### src/include/datapath_defines.svh
`ifndef DATAPATH_DEFINES_SVH
`define DATAPATH_DEFINES_SVH

// Word width of the shared bus and of every datapath register
`define DATA_WIDTH 32

// General register file size
`define REG_COUNT 16

// Register select field of IR
`define REG_SEL_WIDTH 4

// Instruction field widths
`define OPCODE_WIDTH 5
`define IMM_WIDTH 19

// Spare bits at the bottom of the three-register format
`define REG_SPARE_WIDTH (`DATA_WIDTH - `OPCODE_WIDTH - 3 * `REG_SEL_WIDTH)

// Z holds a double word for multiply and divide
`define Z_WIDTH (2 * `DATA_WIDTH)

`endif
### src/hw/busIf.sv
`timescale 1ns/1ps
`default_nettype none

`include "datapath_defines.svh"

// Shared bus plus all the values that can be put on it
interface busIf;

    logic [`DATA_WIDTH-1:0]    busData;
    logic [`DATA_WIDTH-1:0]    rfData;   // Selected general register
    logic [`DATA_WIDTH-1:0]    hiData;
    logic [`DATA_WIDTH-1:0]    loData;
    logic [`DATA_WIDTH-1:0]    pcData;
    logic [`Z_WIDTH-1:0]       zData;
    logic [`REG_SEL_WIDTH-1:0] selReg;   // Register index decoded from IR

    // Bus owner, sees every source
    modport decodeMp (
        input  rfData, hiData, loData, pcData, zData,
        output busData, selReg
    );

    modport executeMp (
        input  busData,
        output zData
    );

    modport resultMp (
        input  busData, selReg,
        output rfData, hiData, loData, pcData
    );

endinterface

`default_nettype wire

### src/hw/registerFile.sv
`timescale 1ns/1ps
`default_nettype none

`include "datapath_defines.svh"

module registerFile (
    input  logic Clock,
    input  logic rstN,
    input  logic rIn,
    input  logic hiIn,
    input  logic loIn,
    input  logic pcIn,
    busIf.resultMp bus
);

    logic [`DATA_WIDTH-1:0] regs [`REG_COUNT];
    logic [`DATA_WIDTH-1:0] hiReg;
    logic [`DATA_WIDTH-1:0] loReg;
    logic [`DATA_WIDTH-1:0] pcReg;

    // General registers, written at the IR-selected index
    always_ff @(posedge Clock) begin
        if (!rstN) begin
            for (int i = 0; i < `REG_COUNT; i++)
                regs[i] <= '0;
        end else if (rIn) begin
            regs[bus.selReg] <= bus.busData;
        end
    end

    // Special registers
    always_ff @(posedge Clock) begin
        if (!rstN) begin
            hiReg <= '0;
            loReg <= '0;
            pcReg <= '0;
        end else begin
            if (hiIn)
                hiReg <= bus.busData;
            if (loIn)
                loReg <= bus.busData;
            if (pcIn)
                pcReg <= bus.busData;   // PC only changes through the bus
        end
    end

    // Sources offered to the bus mux
    assign bus.rfData = regs[bus.selReg];
    assign bus.hiData = hiReg;
    assign bus.loData = loReg;
    assign bus.pcData = pcReg;

endmodule

`default_nettype wire

### src/flat_wrapper.sv
// flat-port wrapper written by rule: the top's interface ports become plain ports
module registerFile_flat 
  (Clock, rstN, rIn, hiIn, loIn, pcIn, bus_busData, bus_selReg, bus_rfData, bus_hiData, bus_loData, bus_pcData);
  busIf bus_i ();
  input  logic Clock;
  input  logic rstN;
  input  logic rIn;
  input  logic hiIn;
  input  logic loIn;
  input  logic pcIn;
  input wire logic [$bits(bus_i.busData)-1:0] bus_busData;
  input wire logic [$bits(bus_i.selReg)-1:0] bus_selReg;
  output wire logic [$bits(bus_i.rfData)-1:0] bus_rfData;
  output wire logic [$bits(bus_i.hiData)-1:0] bus_hiData;
  output wire logic [$bits(bus_i.loData)-1:0] bus_loData;
  output wire logic [$bits(bus_i.pcData)-1:0] bus_pcData;
  assign bus_i.busData = bus_busData;
  assign bus_i.selReg = bus_selReg;
  assign bus_rfData = bus_i.rfData;
  assign bus_hiData = bus_i.hiData;
  assign bus_loData = bus_i.loData;
  assign bus_pcData = bus_i.pcData;
  registerFile u_core (.Clock(Clock), .rstN(rstN), .rIn(rIn), .hiIn(hiIn), .loIn(loIn), .pcIn(pcIn), .bus(bus_i));
endmodule
### config.mk
export PLATFORM = sky130hd
export DESIGN_NAME = registerFile_flat
export DESIGN_NICKNAME = d
export VERILOG_FILES = /design/src/hw/busIf.sv /design/src/hw/registerFile.sv /design/src/flat_wrapper.sv
export VERILOG_INCLUDE_DIRS = /design/src /design/src/include
export SDC_FILE = /design/constraint.sdc
export NUM_CORES = 1
export LEC_CHECK = 0
export BUFFER_PORTS_ARGS = -buffer_cell sky130_fd_sc_hd__buf_2
export CAP_MARGIN = 20
export CORE_ASPECT_RATIO = 1.2
export CORE_MARGIN = 2
export CORE_UTILIZATION = 40
export CTS_BUF_LIST = sky130_fd_sc_hd__clkbuf_4
export DETAILED_ROUTE_END_ITERATION = 10
export PLACE_DENSITY = 0.67
export SLEW_MARGIN = 40
export SYNTH_ARGS = -nofsm -noshare
export SYNTH_HDL_FRONTEND = slang
export SYNTH_SLANG_ARGS = --single-unit
### constraint.sdc
create_clock -name Clock -period 5.15 [get_ports Clock]
set_input_delay 0.515 -clock Clock [delete_from_list [all_inputs] [get_ports Clock]]
set_output_delay 0.515 -clock Clock [all_outputs]
set_load 0.01 [all_outputs]
# Yosys cells after proc, flatten, opt, wreduce, memory -nomap -nowiden
# Memories as Yosys holds them, arrays and structs flattened.
# Index checks and enable logic that the tools add are counted.
# word_totals
reg_bits	96
in_bits	42
ramBits	512
memories	1
# classes
muxes	7
n_reduce_logical	1
# memory_table
memory	words	width	rd	rd_ports_with_merged_regs	write_ports	line_no	text
u_core.regs	16	32	1	0	16	registerFile.sv:16	logic [`DATA_WIDTH-1:0] regs [`REG_COUNT];
# op_table
op	count
$mux 32	1
$reduce_or 32->1	1
$mux 1	5
$mux 4	1

# Longest topological paths before layout
# Gate-level depths: netlist of the first run.
# depth
ltp_word	5
depth_mapped	6
ltp_nobuf	3

# Least setup slack after synthesis of the first run
# OpenSTA, ideal clock, no wires.
# synth_path
kind	input to register
startpoint	input bus_selReg[0]
endpoint	memory u_core.regs[2][0] (netlist name), enable pin
slack_ns	1.365
t_arrival_ns	3.319
path_buffers	2
cell_stages	4
required_ns	4.684
path_cell_list	buf_6 buf_6 nand2b_1 o21ai_0
# synth_rtl
element	line_no	text
start: declaration	flat_wrapper.sv:12	input wire logic [$bits(bus_i.selReg)-1:0] bus_selReg;
end: declaration	registerFile.sv:16	

# Final worst setup path of the first run
# layout_path
startpoint	input bus_selReg[1]
endpoint	output bus_rfData[6]
# layout_between
elab_chain_cells	1
# layout_rtl
element	line_no	text
$mem_v2 16x32	-	
end: declaration	flat_wrapper.sv:13	output wire logic [$bits(bus_i.rfData)-1:0] bus_rfData;
# Every way passes these cells.

==> out/qor.yml, run 1 <==
clock_latency_ns: 0.88
synthCells: 1761
cts_tree: "yes"
r2r-end: "u_core.bus.hiData[9]"
post_cts_buffers: 0
synth_area_leaders: "edfxtp_1 58%, and2_1 12%, mux4_2 11%, dfxtp_1 7.2%, mux2i_1 3.6%"
synth_top_area_cell: "edfxtp_1"
grt_pass1_wl_mm: 105
grt_max_degree: 62
clk_pin_slew_ns: 0.07
max_freq_mhz: 288
cp_max_fo: 61
status: "finished clean"
slew_headroom_pct: 40.1
hpwlAfterDp_mm: 42.1
worstSetupStartpointType: "input pin"
io_buffers: 169
ir_worst_vdd_uv: 209
required_ns: 4.64
route.detailed.drc: 0
ff2ff_path_depth: 2
drt_iter0_markers: 1351
gr-total-overflow: 0
cts.sink_count: 608
final_core_util_pct: 46.0
hp-class: "in2reg"
drt-total-wl_mm: 70.8
finalNetCount: 1988
synth_cell_types: 23
period_share_pct: 67.5
path_class: "in2out"
via_count: 15600
crit_arrival_ns: 2.96
p_leak_uw: 0.0113
clockBufferDepth: 3
hold_start: "bus_busData[29]"
syn-cell-area_mm2: 0.0266
synth_top_area_share_pct: 57.8
grt_pass1_vias: 16700
avgRoutedWirePerCell_um: 24.5
syn_area_per_cell_um2: 15.1
yosysSeqAreaShare_pct: 65.1
r2r_setup_slack_ns: 4.51
numCtsBuffers: 145
cts_resized: 0
min_period_ns: 3.48
die_h_um: 286
worstSetupEndpointType: "output pin"
report.final.slew_viol_count: 0
grt_antenna_before_repair: 3
hold_violations: 0
hold_end: "u_core.bus.hiData[29]"
gp_congestion: 0.766
hold_buffers: 0
max_cap_violations: 0
die_w_um: 239
std_cell_rows: 103
worst_pin_slew_ns: 0.898
root_buffer: "clkbuf_4"
setup_viol: 0
ant_nets: 0
fp.coreArea_mm2: 0.0657
fillCellCount: 5818
min_path_cells: 3
rsz0062_at_grt: "false"
first_pass_iters: 5
initial_core_util_pct: 40.4
power_per_cell_area_mw_per_mm2: 345
fin_worst_skew_ns: 0
h-tree-depth: 4
reg2reg_from: "u_core.bus.hiData[9]"
synth_warnings: 0
syn-num-nets: 1803
ioPinCount: 170
dieArea_mm2: 0.0685
via_per_inst: 5.40
drive_above_1_share_pct: 29.6
grt_use_total_pct: 21.0
finalSetupTns_ns: 0
synth_seq_cells: 608
syn_to_final_growth_pct: 13.9
[cells in the final DEF, fill, tap and decap left out, types with 43 or more instances in the layout]
cell type / synthesis / final
buf_2: 29 / 163
buf_4: 1 / 43
and2_1: 512 / 512
a22oi_1: 64 / 64
mux2i_1: 96 / 96
mux4_2: 128 / 128
clkbuf_4: 0 / 213
nor2b_1: 98 / 96
dfxtp_1: 96 / 96
edfxtp_1: 512 / 512
[area by class of cell]
cell class | instances | area [µm²] | share of cell area, %
clock inverters | 35 | 160 | 0.529
well taps | 840 | 1050 | 3.47
clock buffers | 213 | 1600 | 5.28
diodes | 4 | 10.0 | 0.0331
flip-flops and latches | 608 | 17300 | 57.2
repair buffers | 220 | 1410 | 4.66
multi-input cells | 971 | 8730 | 28.9
[flip-flops by register name, indices dropped and copies added, names as in the netlist]
register,cells
u_core.bus.pcData,32
u_core.bus.hiData,32
u_core.bus.loData,32
u_core.regs,512
[worst max path at each step]
stage	from	endpoint	slack, ns	cells past startpoint
after detailed placement	bus_selReg[1]	bus_rfData[7]	1.74	6
final	bus_selReg[1]	bus_rfData[6]	1.67	6
after global placement	bus_selReg[1]	bus_rfData[7]	1.73	6
after CTS	bus_selReg[1]	bus_rfData[7]	1.74	6
after global routing	bus_selReg[1]	bus_rfData[6]	1.63	6
after floorplan	bus_selReg[0]	u_core.regs[2][0]	1.37	4
[kinds of logic after synthesis]
| family | share of synthesized area (%) |
|---|---|
| AND/OR/NAND/NOR | 15.5 |
| flip-flops | 65.1 |
| buffers and inverters | 2.96 |
| AO/OA/AOI/OAI | 2.03 |
| multiplexers | 14.5 |
[power breakdown]
group	internal [µW]	total, µW	switching, µW
registers	5600	5690	87.0
logic	371	935	564
clock network	1940	3820	1880
total	7910	10400	2530
[synthesized netlist by cell type]
cell / instances
nand4bb_1: 1
mux2i_1: 96
clkbuf_2: 9
nand4_1: 1
buf_1: 17
and2_0: 1
o21ai_0: 12
mux4_2: 128
buf_4: 1
nand2_2: 1
nor3_2: 4
edfxtp_1: 512
clkbuf_1: 119
a22oi_1: 64
nor2_1: 13
nand2_1: 32
nand4b_1: 2
dfxtp_1: 96
buf_2: 29
and2_1: 512
nand2b_1: 6
nor2b_1: 98
buf_6: 7
[stage by stage]
stage,hold WS (ns),worst slack (ns),total power (µW),area (µm²),instances
after global routing,0.0628,1.63,10800,30300,2888
after floorplan,0.538,1.37,6340,26600,1761
after detailed placement,0.494,1.74,6740,28500,2638
after global placement,0.494,1.73,6690,28300,2630
after CTS,0.00866,1.74,10500,30200,2886
final,0.0670,1.67,10400,30300,2891
[metal layers]
layer	part of all wire, %	vias to the layer above	global-route usage [%]
met2	52	717	36.7
met3	7.9	143	4.19
li1	-	6830	-
met5	0	-	0
met1	38	7924	25.5
met4	2.7	0	8.42
[worst max-delay path, stage by stage]
cell	delay [ns]
buf_6	0.53
buf_4	0.68
mux4_2	0.42
a22oi_1	0.40
nand2_1	0.11
buf_2	0.19
Power figures use the tool's default switching activity.
==> inputs of run 2 (changes only) <==
--- a/config.mk
+++ b/config.mk
@@ -13,7 +13,7 @@
 export CORE_UTILIZATION = 40
 export CTS_BUF_LIST = sky130_fd_sc_hd__clkbuf_4
 export DETAILED_ROUTE_END_ITERATION = 10
-export PLACE_DENSITY = 0.67
+export PLACE_DENSITY = 0.7
 export SLEW_MARGIN = 40
 export SYNTH_ARGS = -nofsm -noshare
 export SYNTH_HDL_FRONTEND = slang
==> constraint.sdc (replaced) <==
create_clock -name Clock -period 2.9 [get_ports Clock]
set_input_delay 0.29 -clock Clock [delete_from_list [all_inputs] [get_ports Clock]]
set_output_delay 0.29 -clock Clock [all_outputs]
set_load 0.01 [all_outputs]
==> run 2 against run 1 <==
  * Final cell count is 2.5% higher
  * Clock skew stayed put
  * Largest cell class unchanged
  * Non-clock buffer count is 79 higher
  * Critical endpoint is now bus_rfData[28]
==> out/qor.yml, run 2 (same netlist as run 1, synthesis figures left out) <==
report.final.slew_viol_count: 0  # unchanged
cts.sink_count: 608  # unchanged
clock_latency_ns: 0.83  # -0.05 ns
io_buffers: 169  # unchanged
hp-class: "in2reg"
hold_violations: 0  # unchanged
total_power_uw: 18800  # +80%
avgRoutedWirePerCell_um: 22.9  # -6.7%
drt-total-wl_mm: 67.7  # -4.4%
worstSetupStartpointType: "register"
place_inst: 2678  # +1.5%
max_freq_mhz: 378
clockBufferDepth: 3  # unchanged
path_class: "reg2out"
required_ns: 2.61  # -2.03 ns
fin_worst_skew_ns: 0  # unchanged
fp.coreArea_mm2: 0.0657  # unchanged
drt_iter0_markers: 1327  # -1.8%
via_per_inst: 5.27  # -2.4%
r2r-end: "u_core.bus.loData[11]"
power_per_cell_area_mw_per_mm2: 607  # +76%
final_cell_mix: "513 x and2_1, 512 x edfxtp_1, 199 x clkbuf_4"
gr-total-overflow: 0  # unchanged
cts_resized: 0  # unchanged
cts_tree: "yes"
via_count: 15600  # +0.026%
syn_to_final_growth_pct: 16.3
setup_viol: 0  # unchanged
worst_pin_slew_ns: 0.780  # -0.119 ns
grt_use_total_pct: 20.2  # -0.86 points
instances_no_fill: 2962  # +2.5%
std_cell_rows: 103  # unchanged
numCtsBuffers: 144  # -0.69%
root_buffer: "clkbuf_4"
finalSetupTns_ns: 0  # unchanged
status: "finished clean"
initial_core_util_pct: 40.4  # unchanged
grt_antenna_before_repair: 3  # unchanged
slew_headroom_pct: 48.0  # +7.9 points
mostFrequentLayoutCell: "and2_1"
crit_start: "u_core.regs[9][28]"
top_layer: "met4"
drive_above_1_share_pct: 30.0  # +0.46 points
largest_register_ff_count: 512  # unchanged
crit_arrival_ns: 2.36  # -0.60 ns
hpwlAfterDp_mm: 42.6  # +1.2%
die_w_um: 239  # unchanged
min_period_ns: 2.65
ant_nets: 0  # unchanged
wl_met3_mm: 4.85  # -13%
first_pass_iters: 5  # unchanged
period_share_pct: 91.2
finalNetCount: 2066  # +3.9%
endpoint: "bus_rfData[28]"
grt_pass1_wl_mm: 102  # -2.1%
dieArea_mm2: 0.0685  # unchanged
route.detailed.drc: 0  # unchanged
dr_wl_met2_mm: 34.6  # -5.4%
grt_pass1_vias: 16800  # +0.55%
h-tree-depth: 4  # unchanged
max_cap_violations: 0  # unchanged
worstSetupEndpointType: "output pin"
grt_max_degree: 108  # +74%
post_cts_buffers: 0  # unchanged
largest-register: "u_core.regs"
rsz0062_at_grt: "false"
ff2ff_path_depth: 3  # +1
reg2reg_from: "u_core.bus.loData[11]"
die_h_um: 286  # unchanged
cp_max_fo: 1  # -98%
clk_pin_slew_ns: 0.07  # about the same
wl_met1_mm: 26.5  # -0.86%
hold_buffers: 40  # +40
final_core_util_pct: 47.0  # +1.0 points
r2r_setup_slack_ns: 1.75  # -2.76 ns
ir_worst_vdd_uv: 417  # +100%
gp_congestion: 0.762  # -0.55%
p_leak_uw: 0.0116  # +2.8%
ioPinCount: 170  # unchanged
-- run 2: changes by cell type in the layout (fill, tap and decap cells not counted), sizes merged --
cell / previous run / this run
buf: 220 / 258
clkinv: 30 / 34
diode: 4 / 3
clkbuf: 213 / 200
dlygate4sd3: 0 / 40
inv: 4 / 1
clkinvlp: 0 / 1
bufinv: 1 / 6
-- run 2: how the worst min path moves through the flow --
stage,slack [ns],depth (start not counted),from,endpoint
3_3_place_gp,0.49,2,u_core.bus.loData[18],u_core.bus.loData[18]
4_1_cts,0.002,3,rstN,u_core.regs[7][19]
5_1_grt,0.03,3,rstN,u_core.regs[7][19]
2_1_floorplan,0.54,2,u_core.bus.hiData[0],u_core.bus.hiData[0]
6_report,0.08,3,rstN,u_core.regs[7][19]
3_5_place_dp,0.50,2,u_core.bus.hiData[22],u_core.bus.hiData[22]
-- run 2: area by class of cell --
| class | instances | area, µm² |
|---|---|---|
| antenna | 3 | 7.51 |
| clock buffer | 199 | 1490 |
| clock inverter | 42 | 330 |
| fill | 5668 | 34800 |
| multi-input combinational | 971 | 8720 |
| sequential | 608 | 17300 |
| tap | 840 | 1050 |
| timing repair buffer | 299 | 2020 |
-- run 2: layer usage --
| metal | up-vias | global-route usage (%) |
|---|---|---|
| met5 | - | 0 |
| met1 | 7906 | 25.0 |
| met2 | 626 | 34.6 |
| met4 | 0 | 7.59 |
| met3 | 133 | 4.33 |
| li1 | 6953 | - |
-- run 2: report_power, final --
part	switching [µW]	internal (µW)	leakage, µW	total [µW]
Sequential	158	9950	0.00568	10100
Combinational	983	713	0.00487	1700
Clock	3270	3700	0.00107	6970
Total	4410	14400	0.0116	18800
-- run 2: critical path, stage by stage, from the launching register on --
cell and delay (ns):
edfxtp_1 0.38, mux4_2 0.45, a22oi_1 0.39, nand2_1 0.12
buf_2 0.17
-- run 2: per-stage QoR --
stage          worst slack, ns  hold WS, ns  instance area, µm²
2_1_floorplan           -0.660        0.538               26600
3_3_place_gp             0.384        0.491               28700
3_5_place_dp             0.393        0.496               28700
4_1_cts                  0.194      0.00234               30900
5_1_grt                  0.126       0.0254               30900
6_report                 0.254       0.0758               30900
==> inputs of run 3 (changes only) <==
--- a/config.mk
+++ b/config.mk
@@ -11,7 +11,8 @@
 export CORE_ASPECT_RATIO = 1.2
 export CORE_MARGIN = 2
 export CORE_UTILIZATION = 40
-export CTS_BUF_LIST = sky130_fd_sc_hd__clkbuf_4
+export CTS_BUF_LIST = sky130_fd_sc_hd__clkbuf_16
+export CTS_CLUSTER_SIZE = 30
 export DETAILED_ROUTE_END_ITERATION = 10
 export PLACE_DENSITY = 0.7
 export SLEW_MARGIN = 40
==> run 3 against run 2 <==
  * Critical path type is now in2out
  * Utilization decreased by 0.91 points
  * Via count is 4.6% lower
  * Largest power group unchanged
  * Largest cell class unchanged
  * Highest routed layer unchanged
  * Clock skew is the same
==> out/qor.yml, run 3 (same netlist as run 1, synthesis figures left out) <==
dieArea_mm2: 0.0685  # unchanged
wl_met3_mm: 4.33  # -11%
status: "finished clean"
hp-class: "in2reg"
dr_wl_met2_mm: 33.8  # -2.5%
max_freq_mhz: 405  # +7.0%
clock_latency_ns: 0.58  # -0.25 ns
die_w_um: 239  # unchanged
cp_max_fo: 31  # +30
io_buffers: 169  # unchanged
h-tree-depth: 2  # -2
grt_max_degree: 108  # unchanged
worstSetupEndpointType: "output pin"
via_count: 14900  # -4.6%
top_layer: "met4"
grt_pass1_vias: 15700  # -6.2%
via_per_inst: 5.36  # +1.7%
drive_above_1_share_pct: 25.6  # -4.5 points
largest_register_ff_count: 512  # unchanged
mostFrequentLayoutCell: "and2_1"
wl_met1_mm: 26.8  # +1.0%
largest-register: "u_core.regs"
fillCellCount: 5659  # -0.16%
min_period_ns: 2.47  # -0.174 ns
root_buffer: "clkbuf_16"
path_delay_family: "buffers and inverters"
numCtsBuffers: 54  # -63%
die_h_um: 286  # unchanged
crit_chain: "clkbuf_8 > buf_4 > buf_4 > mux4_2 > a22oi_1 > nand2_1 > buf_2"
hpwlAfterDp_mm: 42.6  # unchanged
fp.coreArea_mm2: 0.0657  # unchanged
gr-total-overflow: 0  # unchanged
power_per_cell_area_mw_per_mm2: 609  # +0.38%
cts_tree: "yes"
hold_buffers: 0  # -100%
slew_headroom_pct: 47.6  # -0.41 points
finalSetupTns_ns: 0  # unchanged
ant_nets: 0  # unchanged
grt_antenna_before_repair: 4  # +1
clockBufferDepth: 3  # unchanged
syn_to_final_growth_pct: 14.1
period_share_pct: 85.2  # -6.0 points
cts.sink_count: 608  # unchanged
clk_pin_slew_ns: 0.06  # about the same
ioPinCount: 170  # unchanged
max_stage_delay_ns: 0.51  # +0.06 ns
std_cell_rows: 103  # unchanged
p_leak_uw: 0.0112  # -3.3%
grt_use_total_pct: 19.7  # -0.50 points
crit_arrival_ns: 2.18  # -0.18 ns
cts_resized: 0  # unchanged
rsz0062_at_grt: "false"
drt_iter0_markers: 1407  # +6.0%
fin_worst_skew_ns: 0  # unchanged
crit_slowest_cell: "mux4_2"
path_class: "in2out"
report.final.slew_viol_count: 0  # unchanged
required_ns: 2.61  # about the same
worst_pin_slew_ns: 0.786  # +0.00614 ns
final_cell_mix: "513 x and2_1, 512 x edfxtp_1, 166 x buf_2"
initial_core_util_pct: 40.4  # unchanged
post_cts_buffers: 0  # unchanged
setup_ws_ns: 0.428  # +0.174 ns
total_power_uw: 18500  # -1.6%
gp_congestion: 0.762  # unchanged
hold_violations: 0  # unchanged
setup_viol: 0  # unchanged
cp_num_buf_inv: 4  # +3
grt_pass1_wl_mm: 100  # -2.2%
final_core_util_pct: 46.1  # -0.91 points
finalNetCount: 1936  # -6.3%
cp_common_cell: "buf_4"
max_cap_violations: 0  # unchanged
worstSetupStartpointType: "input pin"
ir_worst_vdd_uv: 419  # +0.38%
first_pass_iters: 5  # unchanged
route.detailed.drc: 0  # unchanged
avgRoutedWirePerCell_um: 24.0  # +5.1%
pre_cts_ws_ns: 0.393  # unchanged
whs_ns: 0.144  # +0.0678 ns
drt-total-wl_mm: 66.7  # -1.5%
## run 3: area by class of cell
class | count | area [µm²] | share of cell area (%)
flip-flops and latches | 608 | 17300 | 57.0
multi-input cells | 971 | 8720 | 28.8
repair buffers | 259 | 1620 | 5.34
clock buffers | 57 | 1430 | 4.70
well taps | 840 | 1050 | 3.47
clock inverters | 42 | 205 | 0.677
diodes | 1 | 2.50 | 0.00825
## run 3: worst register-to-register path: cells and delay by family, from the launching register on
family,cells,cell delay (ns)
flops,1,0.31
mux,1,0.15
simple gates,1,0.08
## run 3: where the power goes
group          leakage (µW)  switching (µW)  total, µW  internal [µW]
combinational       0.00471             977       1650            676
sequential          0.00568             159      10100           9950
clock              0.000857            3100       6710           3620
## run 3: path summary, 6_finish.rpt
path	start	to	slack (ns)	depth (start not counted)
min reg2reg	u_core.bus.hiData[22]	u_core.bus.hiData[22]	0.51	2
max reg2reg	u_core.bus.hiData[9]	u_core.bus.hiData[9]	2.24	2
min	bus_busData[5]	u_core.bus.hiData[5]	0.14	3
max	bus_selReg[0]	bus_rfData[18]	0.43	7
## run 3: metrics by stage
stage,cells,instance area [µm²]
finish,2778,30300
CTS,2777,30300
floorplan,1761,26600
global route,2777,30300
global placement,2678,28700
detailed placement,2678,28700
## run 3: layer usage
layer	global-route usage, %	vias up
met5	0	-
met4	6.16	0
met3	3.41	119
met2	33.9	583
met1	25.3	7595
li1	-	6597
