--- src/include/datapath_defines.svh ---
`ifndef DATAPATH_DEFINES_SVH
`define DATAPATH_DEFINES_SVH

// Word width of the shared bus and of every datapath register
`define DATA_WIDTH 32

// General register file size
`define REG_COUNT 16

// Register select field of IR
`define REG_SEL_WIDTH 4

// Instruction field widths
`define OPCODE_WIDTH 5
`define IMM_WIDTH 19

// Spare bits at the bottom of the three-register format
`define REG_SPARE_WIDTH (`DATA_WIDTH - `OPCODE_WIDTH - 3 * `REG_SEL_WIDTH)

// Z holds a double word for multiply and divide
`define Z_WIDTH (2 * `DATA_WIDTH)

`endif
--- src/hw/datapathPkg.sv ---
`default_nettype none

`include "datapath_defines.svh"

package datapathPkg;

    // ALU operations selected by the control word
    typedef enum logic [3:0] {
        aluAdd  = 4'd0,
        aluSub  = 4'd1,
        aluAnd  = 4'd2,
        aluOr   = 4'd3,
        aluShr  = 4'd4,
        aluShra = 4'd5,
        aluShl  = 4'd6,
        aluRor  = 4'd7,
        aluRol  = 4'd8,
        aluNeg  = 4'd9,
        aluNot  = 4'd10,
        aluInc  = 4'd11,
        aluMul  = 4'd12,
        aluDiv  = 4'd13
    } aluOpT;

    // Three-register format: op ra, rb, rc
    typedef struct packed {
        logic [`OPCODE_WIDTH-1:0]    opcode;
        logic [`REG_SEL_WIDTH-1:0]   ra;
        logic [`REG_SEL_WIDTH-1:0]   rb;
        logic [`REG_SEL_WIDTH-1:0]   rc;
        logic [`REG_SPARE_WIDTH-1:0] spare;
    } regFormatT;

    // Immediate format: op ra, rb, constant
    typedef struct packed {
        logic [`OPCODE_WIDTH-1:0]  opcode;
        logic [`REG_SEL_WIDTH-1:0] ra;
        logic [`REG_SEL_WIDTH-1:0] rb;
        logic [`IMM_WIDTH-1:0]     imm;
    } immFormatT;

    // IR contents seen through either format
    typedef union packed {
        regFormatT regFmt;
        immFormatT immFmt;
    } instrWordT;

endpackage

`default_nettype wire

--- src/hw/busIf.sv ---
`timescale 1ns/1ps
`default_nettype none

`include "datapath_defines.svh"

// Shared bus plus all the values that can be put on it
interface busIf;

    logic [`DATA_WIDTH-1:0]    busData;
    logic [`DATA_WIDTH-1:0]    rfData;   // Selected general register
    logic [`DATA_WIDTH-1:0]    hiData;
    logic [`DATA_WIDTH-1:0]    loData;
    logic [`DATA_WIDTH-1:0]    pcData;
    logic [`Z_WIDTH-1:0]       zData;
    logic [`REG_SEL_WIDTH-1:0] selReg;   // Register index decoded from IR

    // Bus owner, sees every source
    modport decodeMp (
        input  rfData, hiData, loData, pcData, zData,
        output busData, selReg
    );

    modport executeMp (
        input  busData,
        output zData
    );

    modport resultMp (
        input  busData, selReg,
        output rfData, hiData, loData, pcData
    );

endinterface

`default_nettype wire

--- src/hw/busDecode.sv ---
`timescale 1ns/1ps
`default_nettype none

`include "datapath_defines.svh"

module busDecode (
    input  logic                   Clock,
    input  logic                   rstN,
    // Out strobes
    input  logic                   rOut,
    input  logic                   hiOut,
    input  logic                   loOut,
    input  logic                   pcOut,
    input  logic                   zHighOut,
    input  logic                   zLowOut,
    input  logic                   mdrOut,
    input  logic                   inPortOut,
    input  logic                   cOut,
    input  logic                   baOut,
    // Register field select
    input  logic                   gra,
    input  logic                   grb,
    input  logic                   grc,
    // In strobes owned by this stage
    input  logic                   irIn,
    input  logic                   marIn,
    input  logic                   mdrIn,
    input  logic                   read,
    input  logic [`DATA_WIDTH-1:0] mDataIn,
    input  logic [`DATA_WIDTH-1:0] inPort,
    busIf.decodeMp                 bus,
    output logic [`DATA_WIDTH-1:0] marAddr,
    output logic                   busConflict
);

    datapathPkg::instrWordT    irReg;
    logic [`DATA_WIDTH-1:0]    mdrReg;
    logic [`DATA_WIDTH-1:0]    marReg;
    logic [`DATA_WIDTH-1:0]    regSource;
    logic [`DATA_WIDTH-1:0]    immValue;
    logic [`DATA_WIDTH-1:0]    busValue;
    logic [`REG_SEL_WIDTH-1:0] regIndex;
    logic                      regOut;
    logic [8:0]                outStrobes;

    // IR, MDR and MAR
    always_ff @(posedge Clock) begin
        if (!rstN) begin
            irReg  <= '0;
            mdrReg <= '0;
            marReg <= '0;
        end else begin
            if (irIn)
                irReg <= bus.busData;
            if (mdrIn)
                mdrReg <= read ? mDataIn : bus.busData;   // Memory read or bus write-back
            if (marIn)
                marReg <= bus.busData;
        end
    end

    // Register field chosen by the control word
    always_comb begin
        if (gra)
            regIndex = irReg.regFmt.ra;
        else if (grb)
            regIndex = irReg.regFmt.rb;
        else if (grc)
            regIndex = irReg.regFmt.rc;
        else
            regIndex = '0;
    end

    assign regOut    = rOut | baOut;
    assign regSource = (baOut && regIndex == '0) ? '0 : bus.rfData;   // R0 as base reads zero

    // Sign-extended constant from the immediate format
    assign immValue = {{(`DATA_WIDTH - `IMM_WIDTH){irReg.immFmt.imm[`IMM_WIDTH-1]}},
                       irReg.immFmt.imm};

    // Highest priority first
    always_comb begin
        busValue = '0;
        if (mdrOut)
            busValue = mdrReg;
        else if (zLowOut)
            busValue = bus.zData[`DATA_WIDTH-1:0];
        else if (zHighOut)
            busValue = bus.zData[`Z_WIDTH-1:`DATA_WIDTH];
        else if (regOut)
            busValue = regSource;
        else if (hiOut)
            busValue = bus.hiData;
        else if (loOut)
            busValue = bus.loData;
        else if (pcOut)
            busValue = bus.pcData;
        else if (inPortOut)
            busValue = inPort;
        else if (cOut)
            busValue = immValue;
    end

    assign outStrobes = {mdrOut, zLowOut, zHighOut, regOut, hiOut,
                         loOut, pcOut, inPortOut, cOut};

    // More than one bit set when clearing the lowest one leaves something
    assign busConflict = (outStrobes & (outStrobes - 9'd1)) != '0;

    assign bus.busData = busValue;
    assign bus.selReg  = regIndex;
    assign marAddr     = marReg;

endmodule

`default_nettype wire

--- src/flat_wrapper.sv ---
// flat-port wrapper written by rule: the top's interface ports become plain ports
module busDecode_flat 
  (Clock, rstN, rOut, hiOut, loOut, pcOut, zHighOut, zLowOut, mdrOut, inPortOut, cOut, baOut, gra, grb, grc, irIn, marIn, mdrIn, read, mDataIn, inPort, marAddr, busConflict, bus_rfData, bus_hiData, bus_loData, bus_pcData, bus_zData, bus_busData, bus_selReg);
  busIf bus_i ();
  input  logic Clock;
  input  logic rstN;
  input  logic rOut;
  input  logic hiOut;
  input  logic loOut;
  input  logic pcOut;
  input  logic zHighOut;
  input  logic zLowOut;
  input  logic mdrOut;
  input  logic inPortOut;
  input  logic cOut;
  input  logic baOut;
  input  logic gra;
  input  logic grb;
  input  logic grc;
  input  logic irIn;
  input  logic marIn;
  input  logic mdrIn;
  input  logic read;
  input  logic [`DATA_WIDTH-1:0] mDataIn;
  input  logic [`DATA_WIDTH-1:0] inPort;
  output logic [`DATA_WIDTH-1:0] marAddr;
  output logic busConflict;
  input wire logic [$bits(bus_i.rfData)-1:0] bus_rfData;
  input wire logic [$bits(bus_i.hiData)-1:0] bus_hiData;
  input wire logic [$bits(bus_i.loData)-1:0] bus_loData;
  input wire logic [$bits(bus_i.pcData)-1:0] bus_pcData;
  input wire logic [$bits(bus_i.zData)-1:0] bus_zData;
  output wire logic [$bits(bus_i.busData)-1:0] bus_busData;
  output wire logic [$bits(bus_i.selReg)-1:0] bus_selReg;
  assign bus_i.rfData = bus_rfData;
  assign bus_i.hiData = bus_hiData;
  assign bus_i.loData = bus_loData;
  assign bus_i.pcData = bus_pcData;
  assign bus_i.zData = bus_zData;
  assign bus_busData = bus_i.busData;
  assign bus_selReg = bus_i.selReg;
  busDecode u_core (.Clock(Clock), .rstN(rstN), .rOut(rOut), .hiOut(hiOut), .loOut(loOut), .pcOut(pcOut), .zHighOut(zHighOut), .zLowOut(zLowOut), .mdrOut(mdrOut), .inPortOut(inPortOut), .cOut(cOut), .baOut(baOut), .gra(gra), .grb(grb), .grc(grc), .irIn(irIn), .marIn(marIn), .mdrIn(mdrIn), .read(read), .mDataIn(mDataIn), .inPort(inPort), .bus(bus_i), .marAddr(marAddr), .busConflict(busConflict));
endmodule
--- config.mk ---
export PLATFORM = sky130hd
export DESIGN_NAME = busDecode_flat
export DESIGN_NICKNAME = d
export VERILOG_FILES = /design/src/hw/datapathPkg.sv /design/src/hw/busIf.sv /design/src/hw/busDecode.sv /design/src/flat_wrapper.sv
export VERILOG_INCLUDE_DIRS = /design/src /design/src/include
export SDC_FILE = /design/constraint.sdc
export NUM_CORES = 1
export LEC_CHECK = 0
export BUFFER_PORTS_ARGS = -buffer_cell sky130_fd_sc_hd__buf_4
export CAP_MARGIN = 30
export CORE_AREA = 2 2 134 136
export CTS_CLUSTER_DIAMETER = 80
export DETAILED_ROUTE_END_ITERATION = 6
export DIE_AREA = 0 0 136 138
export GPL_TIMING_DRIVEN = 1
export PLACE_DENSITY = 0.67
export REMOVE_ABC_BUFFERS = 1
export SLEW_MARGIN = 20
export SYNTH_ARGS = -nofsm -noshare
export SYNTH_HDL_FRONTEND = slang
export SYNTH_SLANG_ARGS = --single-unit
--- constraint.sdc ---
create_clock -name Clock -period 2.9 [get_ports Clock]
set_clock_uncertainty 0.1 [all_clocks]
set_input_delay 0.29 -clock Clock [delete_from_list [all_inputs] [get_ports Clock]]
set_output_delay 0.29 -clock Clock [all_outputs]
set_load 0.03 [all_outputs]
# Word-level counts from Yosys, hierarchy flattened
# Cells that the tools add are included.
word_totals:
  regBits: 91
  mem_count: 0
  mem_bits_ro: 0
  latchBits: 0
  mem_bits_rw: 0
  wordCells: 23
op_classes:
  reduce_logical: 3
  multipliers: 0
  mux: 14
  n_lt_le_gt_ge: 0
  n_bitwise: 2
  n_shift: 0
  div_mod_pow: 0
  n_eq_ne: 0
  add_sub_neg: 1
op_table:
  columns: ["operator", "n"]
  rows:
  - ["two-way mux 32 bit", 11]
  - ["two-way mux 4 bit", 3]
  - ["bitwise AND 9 bit", 1]
  - ["nonzero test 9 bit", 1]
  - ["subtractor 9 x 1 -> 9 bit, second input constant", 1]
  - ["zero test 4 bit", 1]
  - ["logical AND 1 bit", 1]
  - ["OR 1 bit", 1]

# Logic depth before layout (Yosys ltp)
# Gate-level depths: netlist of run 1.
logic_depth:
  ltp_word: 11
  ltp_mapped: 8
  mapped_depth_nobuf: 5

# Least setup slack after synthesis of run 1
# Ideal clock, no wire load.
synth_timing:
  path_kind: "register to output"
  start: "register u_core.irReg[23] (netlist bit)"
  end: "output port bus_busData[20]"
  stages_incl_launch_ff: 7
  slack_ps: 461
  path_buffers: 1
  arrival_time_ps: 2049
  path_cell_list: "dfxtp_1 and2b_1 a21oi_1 o41a_4 buf_12 a311oi_2 nor2_1"
synth_via:
  elab_chain_len: 8
synth_lines:
  columns: ["element", "line_no", "text"]
  rows:
  - ["from (decl)", "busDecode.sv:36", "datapathPkg::instrWordT irReg;"]
  - ["from (signal assigned)", "busDecode.sv:54", "irReg <= bus.busData;"]
  - ["two-way mux 4 bit", "busDecode.sv:64", "if (gra)"]
  - ["net bus_selReg[0]", "flat_wrapper.sv:34", "output wire logic [$bits(bus_i.selReg)-1:0] bus_selReg;"]
  - ["zero test 4 bit", "busDecode.sv:75", "assign regSource = (baOut && regIndex == '0) ? '0 : bus.rfData;"]
  - ["logical AND 1 bit", "busDecode.sv:75", null]
  - ["two-way mux 32 bit", "busDecode.sv:75", null]
  - ["two-way mux 32 bit", "busDecode.sv:90", "else if (regOut)"]
  - ["two-way mux 32 bit", "busDecode.sv:88", "else if (zHighOut)"]
  - ["two-way mux 32 bit", "busDecode.sv:86", "else if (zLowOut)"]
  - ["two-way mux 32 bit", "busDecode.sv:84", "if (mdrOut)"]
  - ["to (decl)", "flat_wrapper.sv:33", "output wire logic [$bits(bus_i.busData)-1:0] bus_busData;"]
# The timed path passes the listed nets, and every way through them passes these cells.

# Worst setup path in the final report of run 1
layout_timing:
  start: "register u_core.irReg[18] (netlist bit)"
  end: "output port bus_busData[1]"
layout_via:
  elab_chain_len: 10
layout_lines:
  columns: ["element", "line_no", "text"]
  rows:
  - ["two-way mux 4 bit", "busDecode.sv:68", "else if (grc)"]
  - ["two-way mux 4 bit", "busDecode.sv:66", "else if (grb)"]
  - ["two-way mux 4 bit", "busDecode.sv:64", null]
  - ["zero test 4 bit", "busDecode.sv:75", null]
  - ["logical AND 1 bit", "busDecode.sv:75", null]
  - ["two-way mux 32 bit", "busDecode.sv:75", null]
  - ["two-way mux 32 bit", "busDecode.sv:90", null]
  - ["two-way mux 32 bit", "busDecode.sv:88", null]
  - ["two-way mux 32 bit", "busDecode.sv:86", null]
  - ["two-way mux 32 bit", "busDecode.sv:84", null]
# No other way between the ends.

==> results.md, run 1 <==
Critical path:
- The startpoint identified for the worst register-to-register timing path is u_core.irReg[18].
- Counting cells, the worst reg-to-reg path comes to 6.
- The startpoint of the worst setup timing path is u_core.irReg[18].
- The worst register-to-register path ends at u_core.mdrReg[22].
- The data required time of the critical path is ~2.5 ns.
- The data arrival time at the worst-slack endpoint is between 2 and 2.5 ns.
- In this run the register-to-register setup slack is about 0.57 ns.
- The worst setup path is launched from a flop.
- The element type at the critical path end is a primary output.
- The worst setup path is of the reg2out kind.
- The highest fanout seen on the critical path is 32.

Floorplan:
- The area of the die is approximately 19,000 um^2.
- The starting utilization of the core area is 0.356.
- The row count is 49.
- The core region is between 15,000 and 20,000 um^2.
- The width of the chip is roughly 140 um.
- 344 I/O pins were placed.
- The die is 138 um tall.

Layout:
- The final design area excluding fillers is 9420 um^2.
- After filler insertion, the fill cell instance count of the layout stands at approximately 1,800.
- The layout cell share with drive strength beyond 1 is 0.385.
- The multi-input combinational cells in the finished layout cover a total of roughly 4000 um^2.
- The footprint of the flip-flops and latches is roughly 1800 um^2.
- The antenna diode count is 0.
- The net count reported at finish is roughly 1,400.
- Compared with the post-synthesis result, the final layout area differs by 51.0%.

Synthesis:
- For this run, the register share of the synthesized area comes to 0.292.
- The top cell type by total area after synthesis is sky130_fd_sc_hd__dfxtp_1.
- The synthesized instance count is 811.
- Yosys instantiated no cell more often than sky130_fd_sc_hd__o21ai_0.
- The distinct cell type count after synthesis is 55.
- Counting flops with an async set or reset pin after synthesis yields a share of 0.
- The share of synthesized area in the top cell type comes to 0.292.
- The synthesized area per cell is 7.69 um^2.
- In the synthesized netlist, the cells that appear most often are 105 x sky130_fd_sc_hd__o21ai_0, 102 x sky130_fd_sc_hd__a21oi_1, 91 x sky130_fd_sc_hd__dfxtp_1, 73 x sky130_fd_sc_hd__nand2_1, 61 x sky130_fd_sc_hd__clkbuf_1.
- The synthesized flop and latch total is 91.
- Yosys mapped a number of flops with a built-in enable equal to 0.
- By area the synthesized netlist is led by sky130_fd_sc_hd__dfxtp_1 29%, sky130_fd_sc_hd__o21ai_0 8.4%, sky130_fd_sc_hd__a21oi_1 8.2%.
- The Yosys step of the flow raised 0 warnings.
- The most frequently used flop master after synthesis is sky130_fd_sc_hd__dfxtp_1.
- After synthesis the cells add up to about 6200 um^2.

STA:
- Based on the critical path, the design can be clocked at up to ~350 MHz.
- The number of max-slew violations in the final report is 0.
- Headroom to the max-slew limit came out at 0.424.
- In the finished design, the share of the clock period the worst path needs comes to 0.979.
- The final critical-path required period is roughly 2.8 ns.
- Setup repair after global routing could not meet its margin everywhere.
- For the pin with the worst max-slew slack, the measured transition is around 0.86 ns.
- The worst slack on hold paths is between 0.07 and 0.08 ns.
- The setup TNS is 0 ns.
- The count of final setup violators is 0.
- The count of endpoints failing hold in the final timing report was 0.

Route:
- The iteration count of the initial detailed-routing pass is 5.
- Summed over all nets, wire length on met2 after detailed routing comes to between 10 and 15 mm.
- The number of DRC markers in iteration 0 is ~630.
- The routed length per instance is between 20 and 25 um.
- The via total after detailed routing is about 8,000.
- Signal routing reaches up to met4.
- The wire length after detailed routing is roughly 30 mm.
- The count of nets left with antenna violations once routing finished came out at 0.
- The number of DRC violations after detailed routing is 0.
- For this block, wires on met1 add up to approximately 12 mm.
- The mean number of vias per cell is around 5.9.
- Wire segments on met3 add up to 2.54 mm in the final route.

CTS:
- The buffer cell driving the clock tree root is sky130_fd_sc_hd__clkbuf_16.
- The CTS H-tree depth is 3.
- The worst-skew pair later-pin latency is 0.35 ns.
- The buffer depth of the longest clock path is 2.
- The CTS buffer count is 9.
- The clock net in this run drives a total of 91 sinks.
- TritonCTS built the clock tree.
- The clock-pin slew on the worst setup and hold paths is ~0.070 ns.

Global route:
- The initial antenna violation count is 0.
- The number of global-route vias before repair is 7,556.
- The wire length of the first global-routing pass is approximately 44 mm.
- The total global routing overflow is 0.
- Across every metal layer, demand over resource in global routing totals 0.306.
- The maximum number of pins on one net before global-route repair is 80.

Place:
- Routability-driven placement finished with a final weighted congestion of 0.926.
- Summed over all nets, the half-perimeter wirelength after detailed placement is 21.8 mm.
- The count of buffers added on input and output ports is about 340.
- The total cell area at the placement stage is between 9000 and 10,000 um^2.

Pwr:
- The worst voltage drop across the vdd grid is 0.275 mV.
- The analysis attributes to cell leakage a power of 4.11 nW.
- For this design the ratio of total power to cell area is 442 nW/um^2.

Hold path:
- The path with the worst hold slack has its endpoint at u_core.mdrReg[0].
- The worst hold path belongs to the class in2reg.
- The worst hold path passes through 3 cells.
- The hold path startpoint is mDataIn[0].

Outcome:
- The run finished with clean final reports.

Flow run:
- The number of violations of the max-capacitance limit is 0.
==> stage by stage <==
stage               setup WS, ns  instances  utilization  total power [mW]
global placement           0.311       1339        0.517              2.79
floorplan                 -0.810        732            -              2.04
finish                    0.0598       1355        0.537              4.16
CTS                       0.0418       1355        0.537              4.17
global route             -0.0408       1355        0.537              4.33
detailed placement         0.285       1339        0.517              2.79
==> critical path: stages, from the launching register on <==
cell                       delay, ns
sky130_fd_sc_hd__dfxtp_1        0.43
sky130_fd_sc_hd__nand3b_1       0.10
sky130_fd_sc_hd__a21oi_1        0.25
sky130_fd_sc_hd__o41a_4         0.65
sky130_fd_sc_hd__nand4_1        0.31
sky130_fd_sc_hd__nand2_1        0.16
sky130_fd_sc_hd__buf_4          0.17
==> registers in the layout, summed over array words and instances, names as in the netlist <==
name            cells
u_core.irReg       27
u_core.marAddr     32
u_core.mdrReg      32
==> cell families (layout without fill, tap and decap cells) <==
group	after synthesis	count (layout)	share of synthesized area
AOI/OAI and AO/OA	428	428	0.476
and+or+nand+nor	192	192	0.156
buffers and inverters	92	407	0.0622
DFF	91	91	0.292
muxes	7	7	0.0126
adders and majority gates	1	1	0.00161
==> power by group <==
group | internal [mW] | leakage (nW) | switching (mW)
sequential | 1.35 | 0.752 | 0.0550
combinational | 0.609 | 3.19 | 0.771
clock | 0.864 | 0.169 | 0.518
total | 2.82 | 4.11 | 1.34
==> per-layer routing <==
layer	track usage	vias to the layer above
li1	-	3764
met3	0.0561	67
met5	0	-
met2	0.504	432
met4	0.128	0
met1	0.391	3694
==> cell usage in the layout, fill, tap and decap left out, types with 3 or more instances in the layout <==
cell                        synthesis  final
sky130_fd_sc_hd__buf_4              1    376
sky130_fd_sc_hd__o21ai_0          105    105
sky130_fd_sc_hd__a21oi_1          102    101
sky130_fd_sc_hd__dfxtp_1           91     90
sky130_fd_sc_hd__nand2_1           73     73
sky130_fd_sc_hd__a22oi_1           36     36
sky130_fd_sc_hd__a31oi_1           32     32
sky130_fd_sc_hd__nor2_1            29     28
sky130_fd_sc_hd__a21o_1            22     22
sky130_fd_sc_hd__nand2b_1          18     18
sky130_fd_sc_hd__nand3_1           18     18
sky130_fd_sc_hd__a22o_1            17     17
sky130_fd_sc_hd__o31ai_1           15     15
sky130_fd_sc_hd__and3b_1           14     14
sky130_fd_sc_hd__inv_1             12     12
sky130_fd_sc_hd__o22ai_1           11     11
sky130_fd_sc_hd__o21a_1            11     11
sky130_fd_sc_hd__and2_1            11     11
sky130_fd_sc_hd__o221ai_1          10     10
sky130_fd_sc_hd__a221oi_4           9      9
sky130_fd_sc_hd__o221a_2            9      9
sky130_fd_sc_hd__a2111oi_0         10      9
sky130_fd_sc_hd__clkbuf_16          0      9
sky130_fd_sc_hd__o211ai_1           8      8
sky130_fd_sc_hd__nand4_1            7      7
sky130_fd_sc_hd__a221oi_1           7      7
sky130_fd_sc_hd__mux2_2             7      7
sky130_fd_sc_hd__o2111ai_1          7      7
sky130_fd_sc_hd__nand3b_1           6      6
sky130_fd_sc_hd__a221o_1            4      4
sky130_fd_sc_hd__bufinv_16          0      3
==> layout make-up <==
type | count | share of cell area
timing repair buffer | 378 | 0.304
clock inverter | 5 | 0.0106
clock buffer | 11 | 0.0258
multi-input combinational | 628 | 0.430
inverter | 13 | 0.00518
tap | 229 | 0.0304
sequential | 91 | 0.194
==> worst max-delay path by stage <==
stage / end / slack, ns
finish: bus_busData[1] / 0.06
global route: bus_busData[11] / -0.04
CTS: bus_busData[5] / 0.04
detailed placement: bus_busData[6] / 0.29
global placement: bus_busData[4] / 0.31
floorplan: bus_busData[5] / -0.81
==> what timing repair did <==
item / in CTS / in global routing
setup buffers: 0 / 0
hold buffers: 0 / 0
resized for setup: 0 / 3
endpoints found under the setup margin: 0 / 18
No activity file was read; power rests on OpenSTA's default activity.
==> run 2, diff against run 1 <==
--- a/config.mk
+++ b/config.mk
@@ -6,14 +6,15 @@
 export SDC_FILE = /design/constraint.sdc
 export NUM_CORES = 1
 export LEC_CHECK = 0
+export ABC_AREA = 1
 export BUFFER_PORTS_ARGS = -buffer_cell sky130_fd_sc_hd__buf_4
 export CAP_MARGIN = 30
-export CORE_AREA = 2 2 134 136
+export CORE_AREA = 2 2 133 135
 export CTS_CLUSTER_DIAMETER = 80
 export DETAILED_ROUTE_END_ITERATION = 6
-export DIE_AREA = 0 0 136 138
+export DIE_AREA = 0 0 135 137
 export GPL_TIMING_DRIVEN = 1
-export PLACE_DENSITY = 0.67
+export PLACE_DENSITY = 0.73
 export REMOVE_ABC_BUFFERS = 1
 export SLEW_MARGIN = 20
 export SYNTH_ARGS = -nofsm -noshare
==> results.md, run 2 <==
Layout:
- The net count reported at finish is 1,869 (was 1,396).
- The layout cell share with drive strength beyond 1 is 0.293 (was 0.385).
- The antenna diode count is 0 (unchanged).
- Commonest cells after routing, fill and taps aside: 380 x sky130_fd_sc_hd__nand2_1, 365 x sky130_fd_sc_hd__buf_4, 269 x sky130_fd_sc_hd__nor2_1 (was 376 x sky130_fd_sc_hd__buf_4, 105 x sky130_fd_sc_hd__o21ai_0, 101 x sky130_fd_sc_hd__a21oi_1).
- The leading cell type in the layout, fill and taps excluded is sky130_fd_sc_hd__nand2_1 (was sky130_fd_sc_hd__buf_4).
- The growth of design area from synthesis to finish was 42.4% (was 51.0%).
- The number of filler cells placed in the layout is 1,768 (was 1,766).

STA:
- The worst relative slew slack is 0.422 (was 0.424).
- The count of final setup violators came to 0 (unchanged).
- The smallest setup slack after layout is 0.384 ns (was 0.0598 ns).
- The worst slack on hold paths is 0.214 ns (was 0.0721 ns).
- The achievable frequency is 397 MHz (was 352 MHz).
- The count of endpoints failing hold in the final timing report was 0 (unchanged).
- Setup repair after global routing missed its margin: no (was yes).
- The number of max-slew violations in the final report is 0 (unchanged).
- The slew at the pin with the worst max-slew slack is 0.866 ns (was 0.865 ns).
- The post-route fraction of the period consumed by the critical path was 0.868 (was 0.979).
- The final critical-path required period is 2.52 ns (was 2.84 ns).

CTS:
- The clock-pin slew on the worst setup and hold paths came to 0.07 ns (about the same).
- The CTS buffer count is 9 (unchanged).
- The number of clock sinks was 91 (unchanged).
- The number of setup buffers added after CTS was 0 (unchanged).
- The buffer cell driving the clock tree root is sky130_fd_sc_hd__clkbuf_16 (unchanged).
- The CTS H-tree depth came to 3 (unchanged).
- The clock tree from TritonCTS is built (unchanged).
- The buffer depth of the longest clock path was 2 (unchanged).
- The count of hold buffers inserted by post-cts repair was 0 (unchanged).
- The number of cells upsized or downsized after cts is 0 (unchanged).
- The worst-skew pair later-pin latency is 0.35 ns (about the same).

Place:
- The post-DP HPWL is 21.9 mm (was 21.8 mm).
- The number of port buffers is 343 (unchanged).
- The worst slack at placement is 0.592 ns (was 0.285 ns).
- The routability congestion estimate is 0.908 (was 0.926).

Critical path:
- The number of cell instances on the worst register-to-register path was 12 (was 6).
- The top cell family by delay on the critical path is simple AND/OR/NAND/NOR gates (was compound AO/OA/AOI/OAI gates).
- The critical path launch point type is a flop (unchanged).
- The element type at the critical path end is a primary output (unchanged).
- Critical path cell sequence: nand3_2 > nand2_1 > o21ai_0 > o21ai_0 > nand2_1 > nand2_1 > nand2_1 > nand3_1 > nand2_2 > inv_1 > buf_4 (was nand3b_1 > a21oi_1 > o41a_4 > nand4_1 > nand2_1 > buf_4).
- The data arrival time at the worst-slack endpoint was 2.13 ns (was 2.45 ns).
- The data required time of the critical path was 2.51 ns (about the same).
- The highest-delay cell along the critical path is sky130_fd_sc_hd__dfxtp_1 (was sky130_fd_sc_hd__o41a_4).
- The highest fanout seen on the critical path is 14 (was 32).
- Among the stages of the critical path, the cell type that occurs most often is sky130_fd_sc_hd__nand2_1.
- The register-to-register setup slack is 0.94 ns (was 0.57 ns).
- The critical register-to-register path endpoint is u_core.mdrReg[22] (unchanged).
- The delay contributed by the slowest stage of the critical path is 0.37 ns (was 0.65 ns).
- The kind of critical path is reg2out (unchanged).
- The origin of the critical flop-to-flop path is u_core.irReg[18] (unchanged).
- The number of buffers and inverters on the critical path was 2 (was 1).

Pwr:
- The clock share of power is 0.305 (was 0.332).
- The portion of total power attributed to sequential cells is 0.342 (was 0.337).
- The worst voltage drop across the vdd grid is 0.281 mV (was 0.275 mV).
- The switching share of power came to 0.350 (was 0.323).
- The ratio of total power to cell area is 405 nW/um^2 (was 442 nW/um^2).
- The leakage dissipation is 5.48 nW (was 4.11 nW).
- The internal power is 2.64 mW (was 2.82 mW).
- The power spent charging and discharging nets came to 1.42 mW (was 1.34 mW).
- The share of power burned in combinational logic is 0.353 (was 0.331).

Synthesis:
- The most frequently used flop master after synthesis was sky130_fd_sc_hd__dfxtp_1 (unchanged).
- The synthesized instance count is 1,304 (was 811).
- The synthesized flop and latch total came to 91 (unchanged).
- The proportion of register bits with asynchronous set or reset after synthesis is 0 (unchanged).
- Top cells by area, synth: sky130_fd_sc_hd__dfxtp_1 26%, sky130_fd_sc_hd__nand2_1 20%, sky130_fd_sc_hd__nor2_1 14% (was sky130_fd_sc_hd__dfxtp_1 29%, sky130_fd_sc_hd__o21ai_0 8.4%, sky130_fd_sc_hd__a21oi_1 8.2%).
- The total number of yosys warnings was 0 (unchanged).
- The total standard cell area after synthesis is 7040 um^2 (was 6240 um^2).
- The portion of synthesized cell area occupied by the leading cell type is 0.259 (was 0.292).
- The sequential-to-total area share from yosys stat came to 0.259 (was 0.292).
- The synthesized area per cell came to 5.40 um^2 (was 7.69 um^2).
- The number of enable-type register cells in the synthesized netlist is 0 (unchanged).
- The distinct cell type count after synthesis is 23 (was 55).
- List of most frequent post-synthesis cells: 380 x sky130_fd_sc_hd__nand2_1, 270 x sky130_fd_sc_hd__nor2_1, 120 x sky130_fd_sc_hd__a21oi_1, 93 x sky130_fd_sc_hd__nand3_1, 91 x sky130_fd_sc_hd__dfxtp_1 (was 105 x sky130_fd_sc_hd__o21ai_0, 102 x sky130_fd_sc_hd__a21oi_1, 91 x sky130_fd_sc_hd__dfxtp_1, 73 x sky130_fd_sc_hd__nand2_1, 61 x sky130_fd_sc_hd__clkbuf_1).
- The cell with the most instances after synthesis is sky130_fd_sc_hd__nand2_1 (was sky130_fd_sc_hd__o21ai_0).
- The top cell type by total area after synthesis is sky130_fd_sc_hd__dfxtp_1 (unchanged).

Route:
- The via total after detailed routing is 9,362 (was 7,957).
- The wire length after detailed routing was 30.2 mm (was 29.8 mm).
- The number of DRC markers in iteration 0 is 741 (was 625).
- The routed length per instance is 16.6 um (was 22.0 um).
- The iteration count of the initial detailed-routing pass is 5 (unchanged).
- The number of DRC violations after detailed routing is 0 (unchanged).
- The antenna violation net count after detailed routing was 0 (unchanged).
- The mean number of vias per cell is 5.13 (was 5.87).

Floorplan:
- The starting utilization of the core area was 0.413 (was 0.356).
- The area of the die was 18,500 um^2 (was 18,800 um^2).
- The width of the chip was 135 um (was 136 um).
- The row count came to 48 (was 49).
- The core area was 17,100 um^2 (was 17,500 um^2).
- The count of boundary I/O pins came to 344 (unchanged).
- The vertical die dimension came to 137 um (was 138 um).

Hold path:
- The hold-critical path depth was 5 (was 3).
- The hold path startpoint is mDataIn[13] (was mDataIn[0]).
- The worst hold endpoint is u_core.mdrReg[13] (was u_core.mdrReg[0]).
- The kind of path behind the tightest hold check is in2reg (unchanged).

Global route:
- The total global routing overflow is 0 (unchanged).
- The initial antenna violation count is 0 (unchanged).
- The maximum number of pins on one net before global-route repair is 65 (was 80).
- The number of global-route vias before repair is 8,604 (was 7,556).
- The total track usage came to 0.318 (was 0.306).
- The wire length of the first global-routing pass is 45.8 mm (was 44.0 mm).

Outcome:
- Run status: complete, no violations (unchanged).

Flow run:
- The number of violations of the max-capacitance limit was 0 (unchanged).
run 2: power by group through the flow:
stage	registers (mW)	clock network, mW	logic [mW]
final	1.39	1.24	1.43
after detailed placement	1.42	0	1.42
after floorplan	1.47	0	0.661
after global placement	1.41	0	1.41
after global routing	1.40	1.31	1.57
after CTS	1.39	1.26	1.43
run 2: worst max path at each step:
stage / slack [ns] / cells past startpoint / from / end
after global placement: 0.57 / 11 / loOut / bus_busData[5]
after detailed placement: 0.59 / 11 / loOut / bus_busData[2]
after global routing: 0.21 / 11 / u_core.irReg[18] / bus_busData[22]
final: 0.38 / 11 / u_core.irReg[18] / bus_busData[22]
after CTS: 0.39 / 11 / u_core.irReg[18] / bus_busData[22]
after floorplan: -0.74 / 9 / baOut / bus_busData[2]
run 2: routing by layer:
metal  GRT usage  vias up  wire [um]
met5           0        -          0
met4       0.131        0       1100
met3      0.0593       83       2780
met2       0.535      498      14200
met1       0.401     4139      12100
li1            -     4642          -
run 2: worst reg2reg max path, cell delays in order (launching register included):
cell	delay, ns
sky130_fd_sc_hd__dfxtp_1	0.37
sky130_fd_sc_hd__nand3_2	0.30
sky130_fd_sc_hd__nand2_1	0.15
sky130_fd_sc_hd__o21ai_0	0.08
sky130_fd_sc_hd__o21ai_0	0.25
sky130_fd_sc_hd__nand2_1	0.09
sky130_fd_sc_hd__nand2_1	0.07
sky130_fd_sc_hd__nand2_1	0.05
sky130_fd_sc_hd__nand3_1	0.13
sky130_fd_sc_hd__nand2_2	0.09
sky130_fd_sc_hd__nand2_1	0.06
sky130_fd_sc_hd__nand2_1	0.05
sky130_fd_sc_hd__a21oi_1	0.11
run 2: layout make-up:
class	count	area, um^2	share of cell area
clock inverters	5	62.6	0.00624
inverters	99	372	0.0371
clock buffers	11	243	0.0242
multi-input cells	1025	4450	0.443
well taps	225	282	0.0281
flip-flops and latches	91	1820	0.182
repair buffers	368	2800	0.279
run 2: cells by family (layout without fill, tap and decap cells):
family	Yosys count	after routing	synth area share
and+or+nand+nor	819	819	0.480
AOI/OAI and AO/OA	206	206	0.150
DFF	91	91	0.259
buffers and inverters	188	483	0.111
run 2: metrics by stage:
| stage | std cells | utilization | TNS (ns) | power (mW) | area, um^2 |
|---|---|---|---|---|---|
| CTS | 1824 | 0.588 | 0 | 4.07 | 10000 |
| global placement | 1808 | 0.570 | 0 | 2.83 | 9720 |
| floorplan | 1215 | - | -59.10 | 2.13 | 6630 |
| global route | 1824 | 0.588 | 0 | 4.28 | 10000 |
| detailed placement | 1808 | 0.570 | 0 | 2.84 | 9720 |
| finish | 1824 | 0.588 | 0 | 4.06 | 10000 |
